File: src/rtl/ex_params.svh
`ifndef EX_PARAMS_SVH
`define EX_PARAMS_SVH

// data path width
`define EX_XLEN 32

// alu function codes
`define ALU_ADD  4'd0
`define ALU_SUB  4'd1
`define ALU_SLT  4'd2
`define ALU_SLTU 4'd3
`define ALU_AND  4'd4
`define ALU_NOR  4'd5
`define ALU_OR   4'd6
`define ALU_XOR  4'd7
`define ALU_SLL  4'd8
`define ALU_SRL  4'd9
`define ALU_SRA  4'd10
`define ALU_LUI  4'd11

// operation kinds that pick the unit
`define KIND_ALU 3'd0
`define KIND_BR  3'd1
`define KIND_DIV 3'd2
`define KIND_LD  3'd3
`define KIND_ST  3'd4

// memory access widths
`define MW_B 2'd0
`define MW_H 2'd1
`define MW_W 2'd2

// one quotient bit per step
`define DIV_STEPS 32

`endif

File: src/rtl/ex_pkg.sv
`default_nettype none

`include "ex_params.svh"

package ex_pkg;

  // plain vector types
  typedef logic [`EX_XLEN-1:0]     word_t;
  typedef logic [3:0]              alu_op_t;
  typedef logic [2:0]              ex_kind_t;
  typedef logic [1:0]              mem_width_t;
  typedef logic [`EX_XLEN/8-1:0]   strb_t;

  // branch decode bits from the issue side
  typedef struct packed {
    logic may_jump;
    logic use_less;
    logic need_less;
    logic use_zero;
    logic need_zero;
    // target base is rj, otherwise pc
    logic use_rj;
    logic pre_jump;
  } br_ctl_t;

  // one issued operation
  typedef struct packed {
    ex_kind_t   kind;
    alu_op_t    alu_op;
    word_t      src1;
    word_t      src2;
    word_t      imm;
    word_t      pc;
    mem_width_t mem_width;
    logic       is_unsigned;
    logic       use_mod;
    br_ctl_t    br;
  } ex_req_t;

  // registered result of one operation
  typedef struct packed {
    word_t result;
    logic  excp_ale;
    logic  need_jump;
    word_t jump_target;
    logic  pre_fail;
  } ex_res_t;

  // data cache request side
  typedef struct packed {
    logic  valid;
    logic  we;
    word_t addr;
    strb_t strb;
    word_t wdata;
  } dcache_req_t;

  // data cache response side
  typedef struct packed {
    logic  ready;
    logic  rvalid;
    word_t rdata;
  } dcache_resp_t;

  // controller states
  typedef enum logic [2:0] {
    ST_IDLE,
    ST_DIV,
    ST_MEM_REQ,
    ST_MEM_DATA,
    ST_DONE
  } ex_state_t;

endpackage

`default_nettype wire

File: src/rtl/ex_alu.sv
`timescale 1ns/1ns
`default_nettype none

`include "ex_params.svh"

module ex_alu
  import ex_pkg::*;
(
  input  alu_op_t alu_op,
  input  word_t   src1,
  input  word_t   src2,
  output word_t   result,
  output logic    less,
  output logic    zero
);

  logic  do_sub;
  word_t adder_b;
  word_t adder_sum;
  logic  adder_cout;
  logic  slt_bit;
  logic  sltu_bit;
  logic  [4:0] shamt;

  // sub, slt and sltu all need src1 - src2
  assign do_sub = (alu_op == `ALU_SUB) || (alu_op == `ALU_SLT) || (alu_op == `ALU_SLTU);
  assign adder_b = do_sub ? ~src2 : src2;
  // carry-in of one completes the two's complement
  assign {adder_cout, adder_sum} = {1'b0, src1} + {1'b0, adder_b} + {{`EX_XLEN{1'b0}}, do_sub};

  // negative vs positive decides directly
  // equal signs leave it to the sign of the difference
  assign slt_bit = (src1[`EX_XLEN-1] & ~src2[`EX_XLEN-1])
                 | (~(src1[`EX_XLEN-1] ^ src2[`EX_XLEN-1]) & adder_sum[`EX_XLEN-1]);
  // no carry out means a borrow
  assign sltu_bit = ~adder_cout;

  // only five bits of shift distance
  assign shamt = src2[4:0];

  always_comb begin
    case (alu_op)
      `ALU_ADD:  result = adder_sum;
      `ALU_SUB:  result = adder_sum;
      `ALU_SLT:  result = {{(`EX_XLEN-1){1'b0}}, slt_bit};
      `ALU_SLTU: result = {{(`EX_XLEN-1){1'b0}}, sltu_bit};
      `ALU_AND:  result = src1 & src2;
      `ALU_NOR:  result = ~(src1 | src2);
      `ALU_OR:   result = src1 | src2;
      `ALU_XOR:  result = src1 ^ src2;
      `ALU_SLL:  result = src1 << shamt;
      `ALU_SRL:  result = src1 >> shamt;
      `ALU_SRA:  result = $signed(src1) >>> shamt;
      // immediate already placed by decode
      `ALU_LUI:  result = src2;
      default:   result = '0;
    endcase
  end

  // flags for the branch resolver
  assign less = result[0];
  assign zero = ~(|result);

endmodule

`default_nettype wire

File: src/rtl/ex_divider.sv
`timescale 1ns/1ns
`default_nettype none

`include "ex_params.svh"

module ex_divider
  import ex_pkg::*;
(
  input  logic  clk,
  input  logic  reset,
  input  logic  start,
  input  word_t dividend,
  input  word_t divisor,
  input  logic  is_unsigned,
  input  logic  use_mod,
  output logic  done,
  output word_t result
);

  localparam int CNT_W = $clog2(`DIV_STEPS);

  logic             running;
  logic [CNT_W-1:0] step_cnt;
  // quo starts as the dividend and takes quotient bits in at the bottom
  word_t            quo;
  word_t            rem;
  word_t            dvs;
  logic             neg_quo;
  logic             neg_rem;
  logic             want_mod;
  logic             div_zero;
  word_t            abs_dividend;
  word_t            abs_divisor;
  logic [`EX_XLEN:0]   shifted;
  logic [`EX_XLEN+1:0] trial;

  // magnitudes for signed operands
  assign abs_dividend = (!is_unsigned && dividend[`EX_XLEN-1]) ? -dividend : dividend;
  assign abs_divisor  = (!is_unsigned && divisor[`EX_XLEN-1]) ? -divisor : divisor;

  // bring down the next dividend bit and try the subtract
  assign shifted = {rem, quo[`EX_XLEN-1]};
  assign trial   = {1'b0, shifted} - {2'b0, dvs};

  always_ff @(posedge clk) begin
    if (reset) begin
      running  <= 1'b0;
      step_cnt <= '0;
      done     <= 1'b0;
    end else begin
      done <= 1'b0;
      if (start) begin
        running  <= 1'b1;
        step_cnt <= '0;
      end else if (running) begin
        step_cnt <= step_cnt + 1'b1;
        // done shows up the cycle after the last step
        if (step_cnt == CNT_W'(`DIV_STEPS - 1)) begin
          running <= 1'b0;
          done    <= 1'b1;
        end
      end
    end
  end

  always_ff @(posedge clk) begin
    if (start) begin
      quo      <= abs_dividend;
      rem      <= '0;
      dvs      <= abs_divisor;
      // signs of quotient and remainder
      neg_quo  <= !is_unsigned && (dividend[`EX_XLEN-1] ^ divisor[`EX_XLEN-1]);
      neg_rem  <= !is_unsigned && dividend[`EX_XLEN-1];
      want_mod <= use_mod;
      div_zero <= (divisor == '0);
    end else if (running) begin
      if (trial[`EX_XLEN+1]) begin
        // a borrow keeps the partial remainder
        rem <= shifted[`EX_XLEN-1:0];
        quo <= {quo[`EX_XLEN-2:0], 1'b0};
      end else begin
        rem <= trial[`EX_XLEN-1:0];
        quo <= {quo[`EX_XLEN-2:0], 1'b1};
      end
    end
  end

  // sign fix-up on the final values
  // divide by zero leaves the dividend in rem already
  // most negative by -1 wraps back to itself on negate
  always_comb begin
    if (want_mod) begin
      result = neg_rem ? -rem : rem;
    end else if (div_zero) begin
      result = '1;
    end else begin
      result = neg_quo ? -quo : quo;
    end
  end

endmodule

`default_nettype wire

File: src/rtl/ex_branch.sv
`timescale 1ns/1ns
`default_nettype none

module ex_branch
  import ex_pkg::*;
(
  input  br_ctl_t br,
  input  logic    less,
  input  logic    zero,
  input  word_t   pc,
  input  word_t   rj,
  input  word_t   imm,
  output logic    need_jump,
  output word_t   jump_target,
  output logic    pre_fail
);

  logic  less_ok;
  logic  zero_ok;
  word_t target_base;
  word_t target_offs;

  // an unused flag always passes
  assign less_ok = ~br.use_less | (less == br.need_less);
  assign zero_ok = ~br.use_zero | (zero == br.need_zero);

  assign need_jump = br.may_jump & less_ok & zero_ok;

  // jirl style uses rj and the rest are pc relative
  assign target_base = br.use_rj ? rj : pc;
  // word offset shifted up by two
  assign target_offs = {imm[$bits(word_t)-3:0], 2'b00};
  assign jump_target = target_base + target_offs;

  // predictor guessed the other way
  assign pre_fail = need_jump ^ br.pre_jump;

endmodule

`default_nettype wire

File: src/rtl/ex_lsu_align.sv
`timescale 1ns/1ns
`default_nettype none

`include "ex_params.svh"

module ex_lsu_align
  import ex_pkg::*;
(
  input  word_t      addr,
  input  mem_width_t width,
  input  logic       is_unsigned,
  input  word_t      store_data,
  input  word_t      rdata,
  output logic       ale,
  output strb_t      strb,
  output word_t      wdata,
  output word_t      load_word
);

  logic [1:0] offset;
  logic [4:0] shamt;
  word_t      rdata_low;

  // byte lane within the word
  assign offset = addr[1:0];
  assign shamt  = {offset, 3'b000};

  always_comb begin
    case (width)
      `MW_B: begin
        ale  = 1'b0;
        strb = strb_t'(4'b0001) << offset;
      end
      `MW_H: begin
        // halfword needs an even address
        ale  = offset[0];
        strb = strb_t'(4'b0011) << offset;
      end
      `MW_W: begin
        ale  = |offset;
        strb = '1;
      end
      default: begin
        ale  = 1'b0;
        strb = '0;
      end
    endcase
  end

  // store data moves up to its lane
  assign wdata = store_data << shamt;

  // loaded lane moves down to bit 0
  assign rdata_low = rdata >> shamt;

  always_comb begin
    case (width)
      `MW_B:   load_word = {{24{rdata_low[7] & ~is_unsigned}}, rdata_low[7:0]};
      `MW_H:   load_word = {{16{rdata_low[15] & ~is_unsigned}}, rdata_low[15:0]};
      default: load_word = rdata_low;
    endcase
  end

endmodule

`default_nettype wire

File: src/rtl/ex_ctrl.sv
`timescale 1ns/1ns
`default_nettype none

`include "ex_params.svh"

module ex_ctrl
  import ex_pkg::*;
(
  input  logic         clk,
  input  logic         reset,
  input  logic         in_valid,
  input  ex_req_t      in_req,
  input  word_t        alu_result,
  input  logic         need_jump,
  input  word_t        jump_target,
  input  logic         pre_fail,
  input  logic         ale,
  input  strb_t        strb,
  input  word_t        wdata,
  input  word_t        load_word,
  input  logic         div_done,
  input  word_t        div_result,
  input  dcache_resp_t dc_resp,
  output ex_req_t      req_q,
  output word_t        mem_addr,
  output logic         div_start,
  output dcache_req_t  dc_req,
  output logic         busy,
  output logic         res_valid,
  output ex_res_t      res
);

  ex_state_t state;
  ex_req_t   req_r;
  ex_res_t   res_r;
  logic      issue;
  logic      is_mem;
  logic      is_br;

  assign issue = in_valid && (state == ST_IDLE);

  // units see the new request in its issue cycle and the held one after
  assign req_q = issue ? in_req : req_r;

  // effective address is src1 + imm
  assign mem_addr = req_q.src1 + req_q.imm;

  assign is_mem = (req_q.kind == `KIND_LD) || (req_q.kind == `KIND_ST);
  assign is_br  = (req_q.kind == `KIND_BR);

  always_ff @(posedge clk) begin
    if (reset) begin
      state     <= ST_IDLE;
      div_start <= 1'b0;
    end else begin
      div_start <= 1'b0;
      case (state)
        ST_IDLE: begin
          if (in_valid) begin
            if (req_q.kind == `KIND_DIV) begin
              state     <= ST_DIV;
              div_start <= 1'b1;
            end else if (is_mem && !ale) begin
              state <= ST_MEM_REQ;
            end else begin
              // alu, branch and misaligned access finish now
              state <= ST_DONE;
            end
          end
        end
        ST_DIV: begin
          if (div_done) begin
            state <= ST_DONE;
          end
        end
        ST_MEM_REQ: begin
          // store is complete once accepted
          if (dc_resp.ready) begin
            state <= (req_r.kind == `KIND_ST) ? ST_DONE : ST_MEM_DATA;
          end
        end
        ST_MEM_DATA: begin
          if (dc_resp.rvalid) begin
            state <= ST_DONE;
          end
        end
        default: state <= ST_IDLE;
      endcase
    end
  end

  always_ff @(posedge clk) begin
    if (issue) begin
      req_r <= in_req;
      // word only kept for alu and branch as the others fill in later
      if ((req_q.kind == `KIND_ALU) || is_br) begin
        res_r.result <= alu_result;
      end else begin
        res_r.result <= '0;
      end
      res_r.excp_ale    <= is_mem && ale;
      res_r.need_jump   <= is_br && need_jump;
      res_r.jump_target <= jump_target;
      res_r.pre_fail    <= is_br && pre_fail;
    end else if ((state == ST_DIV) && div_done) begin
      res_r.result <= div_result;
    end else if ((state == ST_MEM_DATA) && dc_resp.rvalid) begin
      // rdata is only good in the rvalid cycle
      res_r.result <= load_word;
    end
  end

  // request fields hold still while waiting for ready
  always_comb begin
    dc_req.valid = (state == ST_MEM_REQ);
    dc_req.we    = (req_r.kind == `KIND_ST);
    dc_req.addr  = mem_addr;
    dc_req.strb  = strb;
    dc_req.wdata = wdata;
  end

  assign busy      = (state != ST_IDLE);
  assign res_valid = (state == ST_DONE);
  assign res       = res_r;

endmodule

`default_nettype wire

File: src/rtl/ex_stage.sv
`timescale 1ns/1ns
`default_nettype none

module ex_stage
  import ex_pkg::*;
(
  input  logic         clk,
  input  logic         reset,
  input  logic         in_valid,
  input  ex_req_t      in_req,
  output logic         busy,
  output logic         res_valid,
  output ex_res_t      res,
  output dcache_req_t  dc_req,
  input  dcache_resp_t dc_resp
);

  ex_req_t req_q;
  word_t   mem_addr;
  word_t   alu_result;
  logic    less;
  logic    zero;
  logic    need_jump;
  word_t   jump_target;
  logic    pre_fail;
  logic    ale;
  strb_t   strb;
  word_t   wdata;
  word_t   load_word;
  logic    div_start;
  logic    div_done;
  word_t   div_result;

  // sequencing and result register
  ex_ctrl i_ctrl (
    .clk         (clk),
    .reset       (reset),
    .in_valid    (in_valid),
    .in_req      (in_req),
    .alu_result  (alu_result),
    .need_jump   (need_jump),
    .jump_target (jump_target),
    .pre_fail    (pre_fail),
    .ale         (ale),
    .strb        (strb),
    .wdata       (wdata),
    .load_word   (load_word),
    .div_done    (div_done),
    .div_result  (div_result),
    .dc_resp     (dc_resp),
    .req_q       (req_q),
    .mem_addr    (mem_addr),
    .div_start   (div_start),
    .dc_req      (dc_req),
    .busy        (busy),
    .res_valid   (res_valid),
    .res         (res)
  );

  ex_alu i_alu (
    .alu_op (req_q.alu_op),
    .src1   (req_q.src1),
    .src2   (req_q.src2),
    .result (alu_result),
    .less   (less),
    .zero   (zero)
  );

  // rj is the first source operand
  ex_branch i_branch (
    .br          (req_q.br),
    .less        (less),
    .zero        (zero),
    .pc          (req_q.pc),
    .rj          (req_q.src1),
    .imm         (req_q.imm),
    .need_jump   (need_jump),
    .jump_target (jump_target),
    .pre_fail    (pre_fail)
  );

  ex_divider i_divider (
    .clk         (clk),
    .reset       (reset),
    .start       (div_start),
    .dividend    (req_q.src1),
    .divisor     (req_q.src2),
    .is_unsigned (req_q.is_unsigned),
    .use_mod     (req_q.use_mod),
    .done        (div_done),
    .result      (div_result)
  );

  // store data is src2
  ex_lsu_align i_lsu_align (
    .addr        (mem_addr),
    .width       (req_q.mem_width),
    .is_unsigned (req_q.is_unsigned),
    .store_data  (req_q.src2),
    .rdata       (dc_resp.rdata),
    .ale         (ale),
    .strb        (strb),
    .wdata       (wdata),
    .load_word   (load_word)
  );

endmodule

`default_nettype wire

File: config.mk
export PLATFORM = sky130hd
export DESIGN_NAME = ex_stage
export DESIGN_NICKNAME = d
export VERILOG_FILES = /design/src/rtl/ex_pkg.sv /design/src/rtl/ex_alu.sv /design/src/rtl/ex_divider.sv /design/src/rtl/ex_branch.sv /design/src/rtl/ex_lsu_align.sv /design/src/rtl/ex_ctrl.sv /design/src/rtl/ex_stage.sv
export VERILOG_INCLUDE_DIRS = /design/src /design/src/rtl
export SDC_FILE = /design/constraint.sdc
export NUM_CORES = 2
export LEC_CHECK = 0
export ABC_AREA = 0
export BUFFER_PORTS_ARGS = -buffer_cell sky130_fd_sc_hd__buf_2
export CAP_MARGIN = 10
export CELL_PAD_IN_SITES_DETAIL_PLACEMENT = 1
export CELL_PAD_IN_SITES_GLOBAL_PLACEMENT = 2
export CORE_MARGIN = 4
export CORE_UTILIZATION = 36
export DETAILED_ROUTE_END_ITERATION = 8
export GPL_ROUTABILITY_DRIVEN = 0
export PLACE_DENSITY = 0.78
export SETUP_SLACK_MARGIN = 0.02
export SLEW_MARGIN = 5
export SYNTH_ARGS = -nofsm -noshare
export SYNTH_HDL_FRONTEND = slang
export SYNTH_SLANG_ARGS = --single-unit
File: constraint.sdc
create_clock -name clk -period 13.97 [get_ports clk]
set_input_delay 2.794 -clock clk [delete_from_list [all_inputs] [get_ports clk]]
set_output_delay 2.794 -clock clk [all_outputs]
set_load 0.01 [all_outputs]
Word-level counts from Yosys, hierarchy flattened
Index checks and enable logic that the tools add are counted.

word-level totals
  bits in latches = 0
  flip-flop bits (word level) = 324
  output and inout port bits = 139
  input port bits = 183
  memory bits (writable) = 0
  memories kept = 0
  bits in read-only memories = 0
  word-level logic and storage cells = 170

cells by class
  order comparisons = 0
  reductions and logical operators = 31
  bitwise logic cells = 26
  mux-type cells = 34
  shift operators = 7
  multiply operators = 0
  $add $sub $neg = 10
  div/mod/pow operators = 0
  eq/ne operators = 29

operators with widths
  kind                number
  $mux 32             15
  $pmux 32 s11        1
  $mux 146            1
  $neg 32->32         4
  $add 32x32->32      2
  $not 32->32         2
  $pmux 32 s2         1
  $shl 32x5->32       2
  $shr 32x5->32       2
  $sub 33x32->34      1
  $add 32x32->33      1
  $add 33x1->33       1
  $and 32x32->32      1
  $logic_not 32->1    1
  $or 32x32->32       1
  $reduce_or 32->1    1
  $sshr 32x5->32      1
  $xor 32x32->32      1
  $mux 3              7
  $eq 4x3->1 const B  4
  $eq 4x4->1 const B  4
  $eq 3x2->1 const B  4
  $pmux 3 s4          1
  $pmux 4 s3          1
  30 further kinds    77

Logic depth before layout (Yosys ltp)
  word-level depth = 19
  mapped depth = 32
  gate-level depth less buffers = 23

Hierarchy
From an unflattened synthesis, not the netlist that was laid out.

unflattened totals
  cells, all modules = 3922
  area total of the unflattened synthesis = 31645.4 sq um

modules (own cells, without submodules)
  module        sequential area each (sq um)  instances  area each (sq um)  cells an instance
  ex_ctrl       5014.8                        1          10224.8            1185
  ex_alu        0.0                           1          9337.7             1237
  ex_divider    2822.7                        1          8758.4             1040
  ex_branch     0.0                           1          1891.8             252
  ex_lsu_align  0.0                           1          1432.6             208

Worst setup path before layout
OpenSTA, ideal clock, no wires.

  path type = input to output
  start point = input in_valid
  end point = output dc_req[67] (netlist name)
  data arrival time = 9.527 ns
  data required time = 11.176 ns
  stages = 28
  buffers on the path = 10
  setup slack = 1.649 ns
  cell sequence = or4b_1 buf_6 inv_4 buf_6 buf_4 buf_2 buf_2 buf_1 clkbuf_1 clkbuf_1 clkbuf_1 buf_1 nand2_1 nand2_1 ha_1 inv_1 o21bai_1 a211oi_1 nor4_1 nor3_1 o311ai_0 a21oi_1 o21bai_1 or4_1 a31oi_1 o21ai_0 a21oi_1 xnor2_1

RTL lines
  what             RTL line        text
  start, declared  ex_stage.sv:9   input logic in_valid,
  end, declared    ex_stage.sv:14  output dcache_req_t dc_req,

==> results_dict.tcl <==
set metrics [dict create \
    met2_length_mm 69.63 \
    met1_length_mm 64.08 \
    hold_class "register to register" \
    r2r_cells 22 \
    netlist_area_mm2 0.03125 \
    synthArstFlopShare_pct 0 \
    yosysWarnings 0 \
    wl_met3_mm 13.20 \
    yosys.area.top_type "edfxtp_1" \
    slowest_delay_ps 630 \
    syn_inst 3936 \
    yosys.area_share.simple_pct 19.48 \
    drv_cap 0 \
    area_delta_synth_final_pct 13.71 \
    synth_seq_cells 324 \
    cts.sinks 324 \
    netlist_top_cells_count "nand2_1 (581), nor2_1 (294), mux2i_1 (271)" \
    rsz0062_at_grt "no" \
    path_cells "buf_2 -> or4b_4 -> inv_8 -> nand2_1 -> and2_1 -> inv_1 -> ha_1 -> a21o_1 -> a21oi_1 -> o21bai_1 -> a211oi_1 -> nor4_1 -> nor3_1 -> o311ai_0 -> a21oi_1 -> o21bai_1 -> or4_1 -> a31oi_1 -> o21ai_0 -> a21oi_1 -> xnor2_1 -> buf_2" \
    synth_compound_area_share_pct 21.75 \
    yosysSeqAreaShare_pct 25.08 \
    yosys.area_share.xor_xnor_pct 6.859 \
    ys.flop_type "dfxtp_1" \
    critPathMaxFanout 128 \
    fillers 10420 \
    worst_slew_pin_slew_ps 1261 \
    avgSynthCellArea_um2 7.939 \
    timing.reg2reg.setup_slack_ps 5690 \
    postCtsSetupBuffers 0 \
    die_y_um 302.6 \
    setup_viol 0 \
    cp_slowest_cell "or4b_4" \
    synthesis.nets 4321 \
    wl_per_cell_um 29.19 \
    r2r-start "i_ctrl.state[2]" \
    port_buffers 321 \
    core_area_mm2 0.08568 \
    clockBufferDepth 3 \
    worstPathArrival_ps 8730 \
    die_x_um 302.6 \
    worstPathRequired_ps 11180 \
    synthTopCellsByArea "edfxtp_1 (13%), dfxtp_1 (12%), mux2i_1 (8.7%)" \
    crit_path_end_kind "output pin" \
    routed_wl_mm 155.6 \
    synth-edff-count 135 \
    post_dp_cell_area_mm2 0.03407 \
    slew-limit-headroom_pct 13.74 \
    synth_cell_types 95 \
    cts.repair.resized 0 \
    drc_errors 0 \
    cts_buffers 43 \
    antenna_left 0 \
    cts.htree.levels 2 \
    cts-hold-fix-buffers 0 \
    finish.instance_area_mm2 0.03553 \
    vias_per_cell 6.147 \
    grt_pass1_vias 32300 \
    synth_top_family_by_area "compound AO/OA/AOI/OAI gates" \
    crit_path_frequent_cell "a21oi_1" \
    startpoint_type "input port" \
    setup_tns_ps 0 \
    dp_hpwl_mm 121.3 \
    yosys-mux-area-fraction_pct 12.91 \
    vias 32770 \
    clock_latency_ps 630 \
    hold_viol 0 \
    layout_min_cycle_time_ps 11520 \
    finalMaxSlewViolations 0 \
    cts_tree "done" \
    drive_above_1_share_pct 15.46 \
    cts-root-buf "clkbuf_16" \
    grt_max_degree 129 \
    grt_overflow 0 \
    path_class "input port to output pin" \
    status "completed" \
    track_usage_pct 32.76 \
    holdPathStages 2 \
    max_freq_ghz 0.08681 \
    clkSlewWorstSetupHoldPaths_ps 60 \
    layout.nets 4535 \
    first_iter_violations 3335 \
    hold_start "i_ctrl.req_r[32]" \
    antenna_found_initial 9 \
    ios 322 \
    grt_first_pass_wirelength_mm 222.4 \
    highest_layer "met5" \
    whs_endpoint "i_ctrl.req_r[32]" \
    synth-adder-area-share_pct 8.185 \
    r2r_end "i_ctrl.res[0]" \
    fin_worst_skew_ps 41.10 \
    netlist.area_leader.share_pct 12.97 \
    min_period_over_period_pct 82.46 \
    firstDrtPassIters 6 \
    post-synth-top-count-cell "nand2_1" \
    floorplan.rows 107 \
    die_area_mm2 0.09158 \
    initial_core_util_pct 36.47 \
]
layout make-up:
class / count / area, µm² / area share [%]
Multi-Input combinational cell: 3182 / 21730 / 61.16
Sequential cell: 324 / 7846 / 22.08
Timing Repair Buffer: 419 / 2370 / 6.669
Tap cell: 1144 / 1431 / 4.028
Clock buffer: 54 / 1179 / 3.317
Inverter: 180 / 685.7 / 1.930
Clock inverter: 26 / 284.0 / 0.7993
Antenna cell: 2 / 5.005 / 0.01409
state kept, by name (all words and copies together) (netlist names):
name	cells
i_divider.rem	32
i_ctrl.state	3
i_ctrl.res	67
i_divider.dvs	32
i_divider.step_cnt	5
i_ctrl.req_r	146
i_divider.quo	32
i_divider.neg_rem	1
i_divider.div_zero	1
i_ctrl.div_start	1
i_divider.running	1
i_divider.want_mod	1
i_divider.done	1
i_divider.neg_quo	1
critical path, delay by kind of cell:
family,cells,cell delay (ps)
AO/OA/AOI/OAI,10,2300
adder cells (fa/ha/maj),1,290
XOR/XNOR,1,130
AND/OR/NAND/NOR,6,1900
buffers and inverters,4,1140
per-layer routing:
layer	up-vias	global-route usage [%]
met3	338	6.776
met2	1441	52.25
met5	-	0
li1	14760	-
met1	16220	42.41
met4	12	15.63
placed cells by master, fill, tap and decap left out, drive strengths merged, types with 22 or more instances in the layout:
cell type / count
a211oi: 70
a21o: 34
a21oi: 256
a221oi: 25
a22oi: 53
a31oi: 58
and2: 46
buf: 419
clkbuf: 54
dfxtp: 189
edfxtp: 135
ha: 198
inv: 182
mux2: 73
mux2i: 281
nand2: 582
nand2b: 34
nand3: 86
nand4: 24
nor2: 295
nor2b: 33
nor3: 75
o211ai: 56
o21ai: 216
o31ai: 40
or2: 22
or3: 44
xnor2: 155
xor2: 87
worst max-delay path by stage:
stage / start / end / cells after the start
2_1_floorplan: in_valid / dc_req[67] / 28
3_3_place_gp: in_valid / dc_req[67] / 22
3_5_place_dp: in_valid / dc_req[65] / 22
4_1_cts: in_valid / dc_req[67] / 22
5_1_grt: in_valid / dc_req[67] / 22
6_report: in_valid / dc_req[67] / 22
kinds of logic (layout without fill, tap and decap cells):
group                      Yosys count  count (layout)
AOI/OAI and AO/OA                 1037            1037
xor gates and xnor gates           243             243
adders and majority gates          202             202
buffers and inverters              430             679
DFF                                324             324
muxes                              368             368
other                                0               2
and+or+nand+nor                   1332            1332
through the flow:
step,worst slack [ps],utilization (%),hold slack [ps],std cells
6_report,2451,41.47,446.8,5331
5_1_grt,1985,41.46,476.3,5329
4_1_cts,2522,41.46,450.1,5329
3_5_place_dp,2555,39.76,435.4,5249
3_3_place_gp,2681,39.76,425.3,5249
2_1_floorplan,1649,-,414.3,3936
Power is left out: the tool's default activity adds up to more than one toggle a clock period on the data nets, which glitch-free logic cannot reach.
